===== src/logic/uartPkg.sv =====
package uartPkg;

        //////////////////////////////////////////////////
        // Bit timing

        parameter int OVERSAMPLE = 16;          // Ticks per bit period

        //////////////////////////////////////////////////
        // FSM encodings

        // Deserializer steps through one frame
        typedef enum logic [2:0] {
                IDLE,
                START,
                DATA,
                PARITY,
                STOP
        } rxState_t;

        typedef enum logic [1:0] {
                OFF,                            // Self-test idle
                SEND,                           // Shifting a frame onto the loopback
                WAIT,                           // Waiting for the byte to come back
                DONE                            // Result held until bistMode drops
        } bistState_t;

        //////////////////////////////////////////////////
        // Self-test constants

        parameter int         BIST_FRAMES = 8;          // Bytes per self-test run
        parameter logic [7:0] BIST_SEED   = 8'h5A;      // Byte LFSR start value

endpackage


===== src/logic/rxByteIf.sv =====
`timescale 1ns/1ps

interface rxByteIf
#(
        parameter int dataBits = 8
);

        logic [dataBits-1:0] data;      // Received byte
        logic                strobe;    // One-cycle valid pulse
        logic                frameErr;  // Stop bit was low
        logic                parityErr; // Even parity mismatch

        // Deserializer side
        modport src (output data, output strobe, output frameErr, output parityErr);

        // FIFO and self-test side
        modport snk (input data, input strobe, input frameErr, input parityErr);

endinterface


===== src/logic/baudTicker.sv =====
`timescale 1ns/1ps

module baudTicker
#(
        parameter int clkDiv = 4
)
(
        input  logic clk,
        input  logic rst,
        output logic tick
);

        localparam int cntW = (clkDiv > 1) ? $clog2(clkDiv) : 1;

        logic [cntW-1:0] divCnt;                // Clocks since last tick
        logic            wrap;

        assign wrap = (divCnt == cntW'(clkDiv - 1));

        // Free-running divider, tick is registered
        always_ff @(posedge clk)
        begin
                if (rst)
                begin
                        divCnt <= '0;
                        tick   <= 1'b0;
                end
                else
                begin
                        if (wrap)
                                divCnt <= '0;
                        else
                                divCnt <= divCnt + 1'b1;
                        tick <= wrap;           // One pulse per clkDiv clocks
                end
        end

endmodule


===== src/logic/uartRx.sv =====
`timescale 1ns/1ps

module uartRx import uartPkg::*;
#(
        parameter int dataBits = 8,
        parameter int parityEn = 1
)
(
        input  logic clk,
        input  logic rst,
        input  logic tick,
        input  logic serialLine,
        rxByteIf.src rxOut
);

        localparam int tickW = $clog2(OVERSAMPLE);
        localparam int bitW  = (dataBits > 1) ? $clog2(dataBits) : 1;

        rxState_t            state;
        logic [1:0]          syncQ;             // Two-flop synchronizer
        logic                lineS;             // Synced line level
        logic                lineD;             // Previous synced level
        logic [tickW-1:0]    tickCnt;           // Ticks into current bit
        logic [bitW-1:0]     bitCnt;            // Data bits taken so far
        logic [dataBits-1:0] shiftReg;          // LSB arrives first
        logic                parErr;            // Held until the stop bit
        logic                halfPoint;
        logic                bitPoint;

        assign lineS     = syncQ[1];
        assign halfPoint = tick && (tickCnt == tickW'(OVERSAMPLE / 2 - 1));
        assign bitPoint  = tick && (tickCnt == tickW'(OVERSAMPLE - 1));

        // Byte is stable from the last data bit until the next frame
        assign rxOut.data = shiftReg;

        always_ff @(posedge clk)
        begin
                if (rst)
                begin
                        syncQ <= 2'b11;         // Line idles high
                        lineD <= 1'b1;
                end
                else
                begin
                        syncQ <= {syncQ[0], serialLine};
                        lineD <= lineS;
                end
        end

        //////////////////////////////////////////////////
        // Frame FSM

        always_ff @(posedge clk)
        begin
                if (rst)
                begin
                        state           <= IDLE;
                        tickCnt         <= '0;
                        bitCnt          <= '0;
                        parErr          <= 1'b0;
                        rxOut.strobe    <= 1'b0;
                        rxOut.frameErr  <= 1'b0;
                        rxOut.parityErr <= 1'b0;
                end
                else
                begin
                        rxOut.strobe    <= 1'b0;        // Pulses only
                        rxOut.frameErr  <= 1'b0;
                        rxOut.parityErr <= 1'b0;
                        if (tick)
                                tickCnt <= tickCnt + 1'b1;
                        case (state)
                        IDLE:
                        begin
                                tickCnt <= '0;
                                bitCnt  <= '0;
                                if (lineD && !lineS)
                                        state <= START; // Falling edge
                        end
                        START:
                        begin
                                if (halfPoint)
                                begin
                                        tickCnt <= '0;
                                        // High again at mid start means a glitch
                                        state   <= lineS ? IDLE : DATA;
                                end
                        end
                        DATA:
                        begin
                                if (bitPoint)
                                begin
                                        tickCnt  <= '0;
                                        shiftReg <= {lineS, shiftReg[dataBits-1:1]};
                                        bitCnt   <= bitCnt + 1'b1;
                                        if (bitCnt == bitW'(dataBits - 1))
                                                state <= (parityEn != 0) ? PARITY : STOP;
                                end
                        end
                        PARITY:
                        begin
                                if (bitPoint)
                                begin
                                        tickCnt <= '0;
                                        parErr  <= (lineS != ^shiftReg);   // Even parity
                                        state   <= STOP;
                                end
                        end
                        STOP:
                        begin
                                if (bitPoint)
                                begin
                                        rxOut.strobe    <= 1'b1;
                                        rxOut.frameErr  <= !lineS;
                                        rxOut.parityErr <= parErr;
                                        parErr          <= 1'b0;
                                        state           <= IDLE;
                                end
                        end
                        default:
                                state <= IDLE;
                        endcase
                end
        end

        // Each byte is reported in exactly one cycle
        strobeSingle: assert property (@(posedge clk) disable iff (rst)
                rxOut.strobe |=> !rxOut.strobe);

endmodule


===== src/logic/rxFifo.sv =====
`timescale 1ns/1ps

module rxFifo
#(
        parameter int dataBits  = 8,
        parameter int fifoWidth = 4
)
(
        input  logic                clk,
        input  logic                rst,
        rxByteIf.snk                rxIn,
        input  logic                pop,
        input  logic                bistMode,
        output logic                empty,
        output logic                halfFull,
        output logic                full,
        output logic                overflow,
        output logic [dataBits-1:0] dataOut
);

        localparam int entries = 2 ** fifoWidth;

        logic [dataBits-1:0]  fifoMem [entries];
        logic [fifoWidth-1:0] rdPtr;
        logic [fifoWidth-1:0] wrPtr;
        logic [fifoWidth:0]   count;            // One bit wider than pointers
        logic [fifoWidth:0]   countNext;
        logic                 wrReq;
        logic                 popReq;
        logic                 doWrite;
        logic                 doPop;

        // Only clean bytes, nothing while self-test owns the line
        assign wrReq   = !bistMode && rxIn.strobe && !rxIn.frameErr && !rxIn.parityErr;
        assign popReq  = !bistMode && pop && !wrReq;    // Write wins over pop
        assign doWrite = wrReq && (count != (fifoWidth + 1)'(entries));
        assign doPop   = popReq && (count != '0);       // Empty pop is ignored

        assign countNext = count + (fifoWidth + 1)'(doWrite) - (fifoWidth + 1)'(doPop);

        always_ff @(posedge clk)
        begin
                if (doWrite)
                        fifoMem[wrPtr] <= rxIn.data;
        end

        //////////////////////////////////////////////////
        // Pointers and flags

        always_ff @(posedge clk)
        begin
                if (rst)
                begin
                        rdPtr    <= '0;
                        wrPtr    <= '0;
                        count    <= '0;
                        empty    <= 1'b1;
                        halfFull <= 1'b0;
                        full     <= 1'b0;
                        overflow <= 1'b0;
                        dataOut  <= '0;
                end
                else
                begin
                        count    <= countNext;
                        empty    <= (countNext == '0);
                        halfFull <= (countNext >= (fifoWidth + 1)'(entries / 2));
                        full     <= (countNext == (fifoWidth + 1)'(entries));
                        if (doWrite)
                                wrPtr <= wrPtr + 1'b1;
                        if (wrReq && !doWrite)
                                overflow <= 1'b1;       // Byte lost, sticky
                        if (doPop)
                        begin
                                dataOut  <= fifoMem[rdPtr];     // Oldest byte
                                rdPtr    <= rdPtr + 1'b1;
                                overflow <= 1'b0;
                        end
                end
        end

        countBound: assert property (@(posedge clk) disable iff (rst)
                count <= (fifoWidth + 1)'(entries));

        flagsExclusive: assert property (@(posedge clk) disable iff (rst)
                !(full && empty));

endmodule


===== src/logic/bistEngine.sv =====
`timescale 1ns/1ps

module bistEngine import uartPkg::*;
#(
        parameter int dataBits = 8,
        parameter int parityEn = 1
)
(
        input  logic clk,
        input  logic rst,
        input  logic tick,
        input  logic bistMode,
        input  logic rxLine,
        output logic serialLine,
        rxByteIf.snk rxIn,
        output logic bistDone,
        output logic bistPass
);

        localparam int frameW   = dataBits + 3;         // Start, data, parity, stop
        localparam int stopIdx  = (parityEn != 0) ? dataBits + 2 : dataBits + 1;
        localparam int tickW    = $clog2(OVERSAMPLE);
        localparam int bitW     = $clog2(frameW);
        localparam int toTicks  = 2 * frameW * OVERSAMPLE;      // Two frame times
        localparam int toW      = $clog2(toTicks + 1);
        localparam int frmW     = $clog2(BIST_FRAMES + 1);

        bistState_t          state;
        logic [7:0]          lfsr;              // Byte generator
        logic [7:0]          lfsrNext;
        logic [frameW-1:0]   txShift;           // Bit 0 is on the line
        logic [tickW-1:0]    tickCnt;
        logic [bitW-1:0]     bitCnt;            // Bits already sent
        logic [toW-1:0]      toCnt;             // Return timeout
        logic [frmW-1:0]     frameCnt;
        logic                passFlag;
        logic [dataBits-1:0] txByte;            // Byte expected back
        logic                bitPoint;
        logic                timedOut;
        logic                byteBad;

        // LSB first, stop bit last
        function automatic logic [frameW-1:0] buildFrame(input logic [dataBits-1:0] b);
                if (parityEn != 0)
                        buildFrame = {1'b1, ^b, b, 1'b0};
                else
                        buildFrame = {2'b11, b, 1'b0};  // Extra idle bit
        endfunction

        assign lfsrNext = {lfsr[6:0], lfsr[7] ^ lfsr[5] ^ lfsr[4] ^ lfsr[3]};
        assign txByte   = dataBits'(lfsr);
        assign bitPoint = tick && (tickCnt == tickW'(OVERSAMPLE - 1));
        assign timedOut = tick && (toCnt == toW'(toTicks - 1));
        assign byteBad  = rxIn.frameErr || rxIn.parityErr || (rxIn.data != txByte);

        // Loopback mux, stop level outside SEND
        assign serialLine = bistMode ? ((state == SEND) ? txShift[0] : 1'b1) : rxLine;

        assign bistDone = (state == DONE);
        assign bistPass = bistDone && passFlag;

        //////////////////////////////////////////////////
        // Self-test FSM

        always_ff @(posedge clk)
        begin
                if (rst)
                begin
                        state    <= OFF;
                        passFlag <= 1'b0;
                        frameCnt <= '0;
                        tickCnt  <= '0;
                        bitCnt   <= '0;
                        toCnt    <= '0;
                end
                else if (!bistMode)
                        state <= OFF;           // Results drop with bistMode
                else
                begin
                        case (state)
                        OFF:
                        begin
                                lfsr     <= BIST_SEED;
                                txShift  <= buildFrame(dataBits'(BIST_SEED));
                                passFlag <= 1'b1;
                                frameCnt <= '0;
                                tickCnt  <= '0;
                                bitCnt   <= '0;
                                state    <= SEND;
                        end
                        SEND:
                        begin
                                if (rxIn.strobe)
                                        passFlag <= 1'b0;       // Byte nobody sent
                                if (tick)
                                        tickCnt <= tickCnt + 1'b1;
                                if (bitPoint)
                                begin
                                        tickCnt <= '0;
                                        txShift <= {1'b1, txShift[frameW-1:1]};
                                        bitCnt  <= bitCnt + 1'b1;
                                        if (bitCnt == bitW'(stopIdx - 1))
                                        begin
                                                toCnt <= '0;
                                                state <= WAIT;  // Stop bit now on line
                                        end
                                end
                        end
                        WAIT:
                        begin
                                if (tick)
                                        toCnt <= toCnt + 1'b1;
                                if (rxIn.strobe || timedOut)
                                begin
                                        if (!rxIn.strobe || byteBad)
                                                passFlag <= 1'b0;
                                        lfsr     <= lfsrNext;
                                        txShift  <= buildFrame(dataBits'(lfsrNext));
                                        tickCnt  <= '0;
                                        bitCnt   <= '0;
                                        frameCnt <= frameCnt + 1'b1;
                                        if (frameCnt == frmW'(BIST_FRAMES - 1))
                                                state <= DONE;
                                        else
                                                state <= SEND;
                                end
                        end
                        default:
                                state <= DONE;  // Hold until bistMode falls
                        endcase
                end
        end

endmodule


===== src/logic/uartRxTop.sv =====
`timescale 1ns/1ps

module uartRxTop
#(
        parameter int dataBits  = 8,
        parameter int fifoWidth = 4,            // 16 entries
        parameter int clkDiv    = 4,            // Clocks per oversample tick
        parameter int parityEn  = 1
)
(
        input  logic                clk,
        input  logic                rst,
        input  logic                rxLine,
        input  logic                pop,
        input  logic                bistMode,
        output logic [dataBits-1:0] dataOut,
        output logic                empty,
        output logic                halfFull,
        output logic                full,
        output logic                overflow,
        output logic                frameErr,
        output logic                parityErr,
        output logic                bistDone,
        output logic                bistPass
);

        logic tick;
        logic serialLine;                       // rxLine or self-test frames

        rxByteIf #(.dataBits(dataBits)) rxBus ();

        baudTicker #(.clkDiv(clkDiv)) ticker (
                .clk  (clk),
                .rst  (rst),
                .tick (tick)
        );

        uartRx #(.dataBits(dataBits), .parityEn(parityEn)) rx (
                .clk        (clk),
                .rst        (rst),
                .tick       (tick),
                .serialLine (serialLine),
                .rxOut      (rxBus.src)
        );

        rxFifo #(.dataBits(dataBits), .fifoWidth(fifoWidth)) fifo (
                .clk      (clk),
                .rst      (rst),
                .rxIn     (rxBus.snk),
                .pop      (pop),
                .bistMode (bistMode),
                .empty    (empty),
                .halfFull (halfFull),
                .full     (full),
                .overflow (overflow),
                .dataOut  (dataOut)
        );

        bistEngine #(.dataBits(dataBits), .parityEn(parityEn)) bist (
                .clk        (clk),
                .rst        (rst),
                .tick       (tick),
                .bistMode   (bistMode),
                .rxLine     (rxLine),
                .serialLine (serialLine),
                .rxIn       (rxBus.snk),
                .bistDone   (bistDone),
                .bistPass   (bistPass)
        );

        // Error pulses only with a received byte
        assign frameErr  = rxBus.strobe & rxBus.frameErr;
        assign parityErr = rxBus.strobe & rxBus.parityErr;

endmodule


===== config.mk =====
export PLATFORM = sky130hd
export DESIGN_NAME = uartRxTop
export DESIGN_NICKNAME = d
export VERILOG_FILES = /design/src/logic/uartPkg.sv /design/src/logic/rxByteIf.sv /design/src/logic/baudTicker.sv /design/src/logic/uartRx.sv /design/src/logic/rxFifo.sv /design/src/logic/bistEngine.sv /design/src/logic/uartRxTop.sv
export SDC_FILE = /design/constraint.sdc
export NUM_CORES = 1
export LEC_CHECK = 0
export ABC_CLOCK_PERIOD_IN_PS = 5510
export BUFFER_PORTS_ARGS = -buffer_cell sky130_fd_sc_hd__buf_4
export CAP_MARGIN = 20
export CORE_MARGIN = 2
export CORE_UTILIZATION = 55
export CTS_BUF_LIST = sky130_fd_sc_hd__clkbuf_8
export CTS_CLUSTER_SIZE = 40
export DETAILED_ROUTE_END_ITERATION = 12
export HOLD_SLACK_MARGIN = 0.03
export PLACE_DENSITY_LB_ADDON = 0.12
export SETUP_SLACK_MARGIN = 0.1
export SYNTH_ARGS = -nofsm -noshare
export SYNTH_HDL_FRONTEND = slang
export SYNTH_SLANG_ARGS = --single-unit

===== constraint.sdc =====
create_clock -name clk -period 5.51 [get_ports clk]
set_input_delay 0.2755 -clock clk [delete_from_list [all_inputs] [get_ports clk]]
set_output_delay 0.2755 -clock clk [all_outputs]
set_load 0.02 [all_outputs]

==> flow_summary_export.csv <==
group,metric,value,unit
outcome,outcome,"complete, no violations",
cts,tritoncts,"yes",
global_routing,grt_pass1_vias,5629,
pwr,leakagePower,3.54,nW
cts,cts_resized,0,
worst_setup_path,startpoint_type,"flip-flop",
worst_setup_path,critical_path.cell_chain,"inv_1 > ha_1 > or4b_1 > and4_1 > ha_1 > inv_1 > ha_1 > fa_1 > a21oi_1 > o21bai_1 > xnor2_1 > nor2_1 > a21oi_1",
cts,clkTransAtPathRegs,0.06,ns
placement,place_inst,888,
timing,drv_slew,0,
timing,fin_crit_sh,0.612,
worst_setup_path,startpoint,"fifo.count[3]",
yosys,syn-num-nets,706,
floorplanning,die_area,0.0181,mm²
yosys,synth_compound_area_frac,0.0500,
yosys,yosysWarnings,0,
yosys,synth_cell_type_count,56,
min_path,min_path_type,"input pin to flip-flop",
routing,wirelength,18300,µm
timing,hold_viol_final,0,
worst_setup_path,reg2reg_from,"fifo.count[3]",
cts,root_buffer,"clkbuf_8",
floorplanning,core,0.0166,mm²
yosys,synth.avg_cell_area,13.9,µm²
cells_and_area,syn_to_final_growth,11.3,%
routing,wire_per_inst,19.1,µm
worst_setup_path,slowest_delay,0.47,ns
yosys,syn_area,0.00937,mm²
cts,clock-sinks,223,
worst_setup_path,arrival,3.81,ns
routing,drc_errors,0,
cells_and_area,layout.nets,741,
cells_and_area,drive_gt1_frac,0.156,
placement,gp_congestion,0.818,
cts,h-tree-depth,2,
cts,cts_made_buffers,38,
yosys,async_flop_share,0,
timing,hold_slack,0.0865,ns
floorplanning,rows,47,
routing,num_vias,5478,
worst_setup_path,cpLargestDelayFamily,"adder cells",
placement,port_buffers,20,
worst_setup_path,worstPathMaxFanout,14,
yosys,muxShareOfSynthArea,0.0920,
timing,fin_setup_tns,0,ns
routing,ant_nets,0,
yosys,synth_top_family_by_area,"simple AND/OR/NAND/NOR gates",
worst_setup_path,worstRegToRegCells,13,
worst_setup_path,crit_type,"flip-flop to flip-flop",
yosys,dominantRegCellSynth,"edfxtp_1",
worst_setup_path,timing.rr.end,"fifo.empty",
timing,fin_skew,0.0178,ns
pwr,ir_drop,0.215,mV
global_routing,grt_max_degree,55,
yosys,synth_edf_count,154,
worst_setup_path,critPathBufInv,2,
worst_setup_path,path_common_cell,"ha_1",
floorplanning,initial_core_util,0.563,
yosys,synth_fa_ha_area_frac,0.0355,
yosys,synth-seq-area-share,0.641,
yosys,synth-xor-area-share,0.0439,
cells_and_area,n_antenna_cell,0,
job,drv_cap,0,
pwr,powerDensity,353,mW/mm²
timing,slew_headroom,0.391,
global_routing,grt_util_all_layers,0.213,
cts,cts_setup_buffers,0,
timing,rsz0062_at_grt,"no",
worst_setup_path,endpoint_kind,"flip-flop",
worst_setup_path,slowest_stage,"and4_1",
routing,drt-pass1-iter-count,5,
worst_setup_path,crit_cells,13,
cts,clockBufferDepth,3,
cells_and_area,fin_cells,959,
global_routing,grt_antenna_before_repair,0,
global_routing,gr-total-overflow,0,
yosys,synthCells,675,
worst_setup_path,crit_path_end,"fifo.empty",
floorplanning,die_x,135,µm
cts,clk_latency,0.52,ns
floorplanning,fp.dieH,135,µm
worst_setup_path,crit_required,5.95,ns
yosys,ys_ff_latch,223,
timing,period_minus_slack,3.37,ns
timing,max_freq,0.297,GHz
timing,tightest_slew,0.910,ns
placement,dp_hpwl,11900,µm
cells_and_area,fin_area,0.0104,mm²
routing,drt-vias-per-instance,5.71,
timing,setup_viol,0,
worst_setup_path,reg2reg_slack,2.14,ns
placement,place_area,0.00970,mm²
global_routing,grt_pass1_wl,29800,µm
cells_and_area,post-route-util,0.627,
routing,drtIter0Drc,293,
floorplanning,io_pins,21,
yosys,synth-simple-area-share,0.115,
==> registers in the layout (all words and copies together), names as in the netlist, 3 cells and up <==
signal and count:
fifo.dataOut 8, fifo.fifoMem 128, rx.bitCnt 3, rx.rxOut.data 8, fifo.wrPtr 4, bist.bitCnt 4, fifo.rdPtr 4, rx.state 3
bist.txShift 10, bist.lfsr 8, bist.toCnt 9, fifo.count 5, rx.tickCnt 4, bist.tickCnt 4, bist.frameCnt 4
==> worst min-delay path, cell delays in order <==
cell and delay [ns]:
buf_4 0.15, nand2_1 0.09, a211oi_1 0.04
==> synth_stat cells, types with 16 or more instances <==
master	number	share of area
a21oi_1	23	0.012
xnor2_1	29	0.027
inv_1	16	0.0064
dfxtp_1	69	0.15
xor2_1	18	0.017
a22oi_1	22	0.018
nor2_1	67	0.027
mux4_2	32	0.077
clkbuf_1	21	0.0084
ha_1	25	0.033
edfxtp_1	154	0.49
nand2_1	48	0.019
==> worst min-delay path by stage <==
stage,start,end,slack (ns),cells past startpoint
after floorplan,rx.syncQ[0],rx.syncQ[1],0.39,1
after global placement,rx.syncQ[0],rx.syncQ[1],0.42,1
after detailed placement,rx.syncQ[0],rx.syncQ[1],0.41,1
after CTS,bistMode,bist.state[1],0.05,3
after global routing,bistMode,bist.state[1],0.08,3
final,bistMode,bist.state[1],0.09,3
==> kinds of logic after synthesis <==
| kind of cell | Yosys count |
|---|---|
| adders and majority gates | 26 |
| and+or+nand+nor | 214 |
| buffers and inverters | 50 |
| xor gates and xnor gates | 47 |
| DFF | 223 |
| muxes | 46 |
| AOI/OAI and AO/OA | 69 |
==> routing by layer <==
metal | wire length, µm | track usage | up-vias
li1 | - | - | 2585
met1 | 7750 | 0.273 | 2731
met2 | 9390 | 0.366 | 130
met3 | 814 | 0.0435 | 32
met4 | 366 | 0.0684 | 0
met5 | 0 | 0 | -
==> timing repair <==
| action | 4_1_cts | 5_1_grt |
|---|---|---|
| endpoints found under the hold margin | 1 | 0 |
| endpoints found under the setup margin | 0 | 0 |
| hold buffers | 1 | 0 |
==> area by class of cell <==
class	count	area (µm²)
sequential	223	6010
clock buffer	43	592
tap	220	275
clock inverter	26	125
timing repair buffer	28	208
inverter	17	63.8
multi-input combinational	402	3160
fill	1279	6210
==> metrics by stage <==
| step | worst slack, ns | power, mW |
|---|---|---|
| after CTS | 2.15 | 3.72 |
| after global placement | 2.29 | 2.32 |
| final | 2.14 | 3.68 |
| after global routing | 1.95 | 3.84 |
| after detailed placement | 2.18 | 2.33 |
| after floorplan | 2.56 | 2.23 |
==> power by group <==
part	internal, mW	switching, mW	total, mW
Combinational	0.207	0.241	0.448
Sequential	1.82	0.0302	1.85
Clock	0.757	0.623	1.38
Total	2.79	0.894	3.68
==> cells in the final DEF, fill, tap and decap left out, types with 9 or more instances in the layout <==
master / Yosys / final
nor3_1: 14 / 14
nand4_1: 13 / 13
and2_1: 12 / 12
mux4_2: 32 / 32
edfxtp_1: 154 / 154
nor2_1: 67 / 67
mux2i_1: 13 / 13
inv_1: 16 / 32
buf_4: 0 / 25
a21oi_1: 23 / 23
a22oi_1: 22 / 22
xnor2_1: 29 / 29
nand2_1: 48 / 48
ha_1: 25 / 25
clkbuf_8: 0 / 43
dfxtp_1: 69 / 67
nor2b_1: 10 / 10
clkinv_1: 1 / 9
xor2_1: 18 / 18
Power figures use the tool's default switching activity.
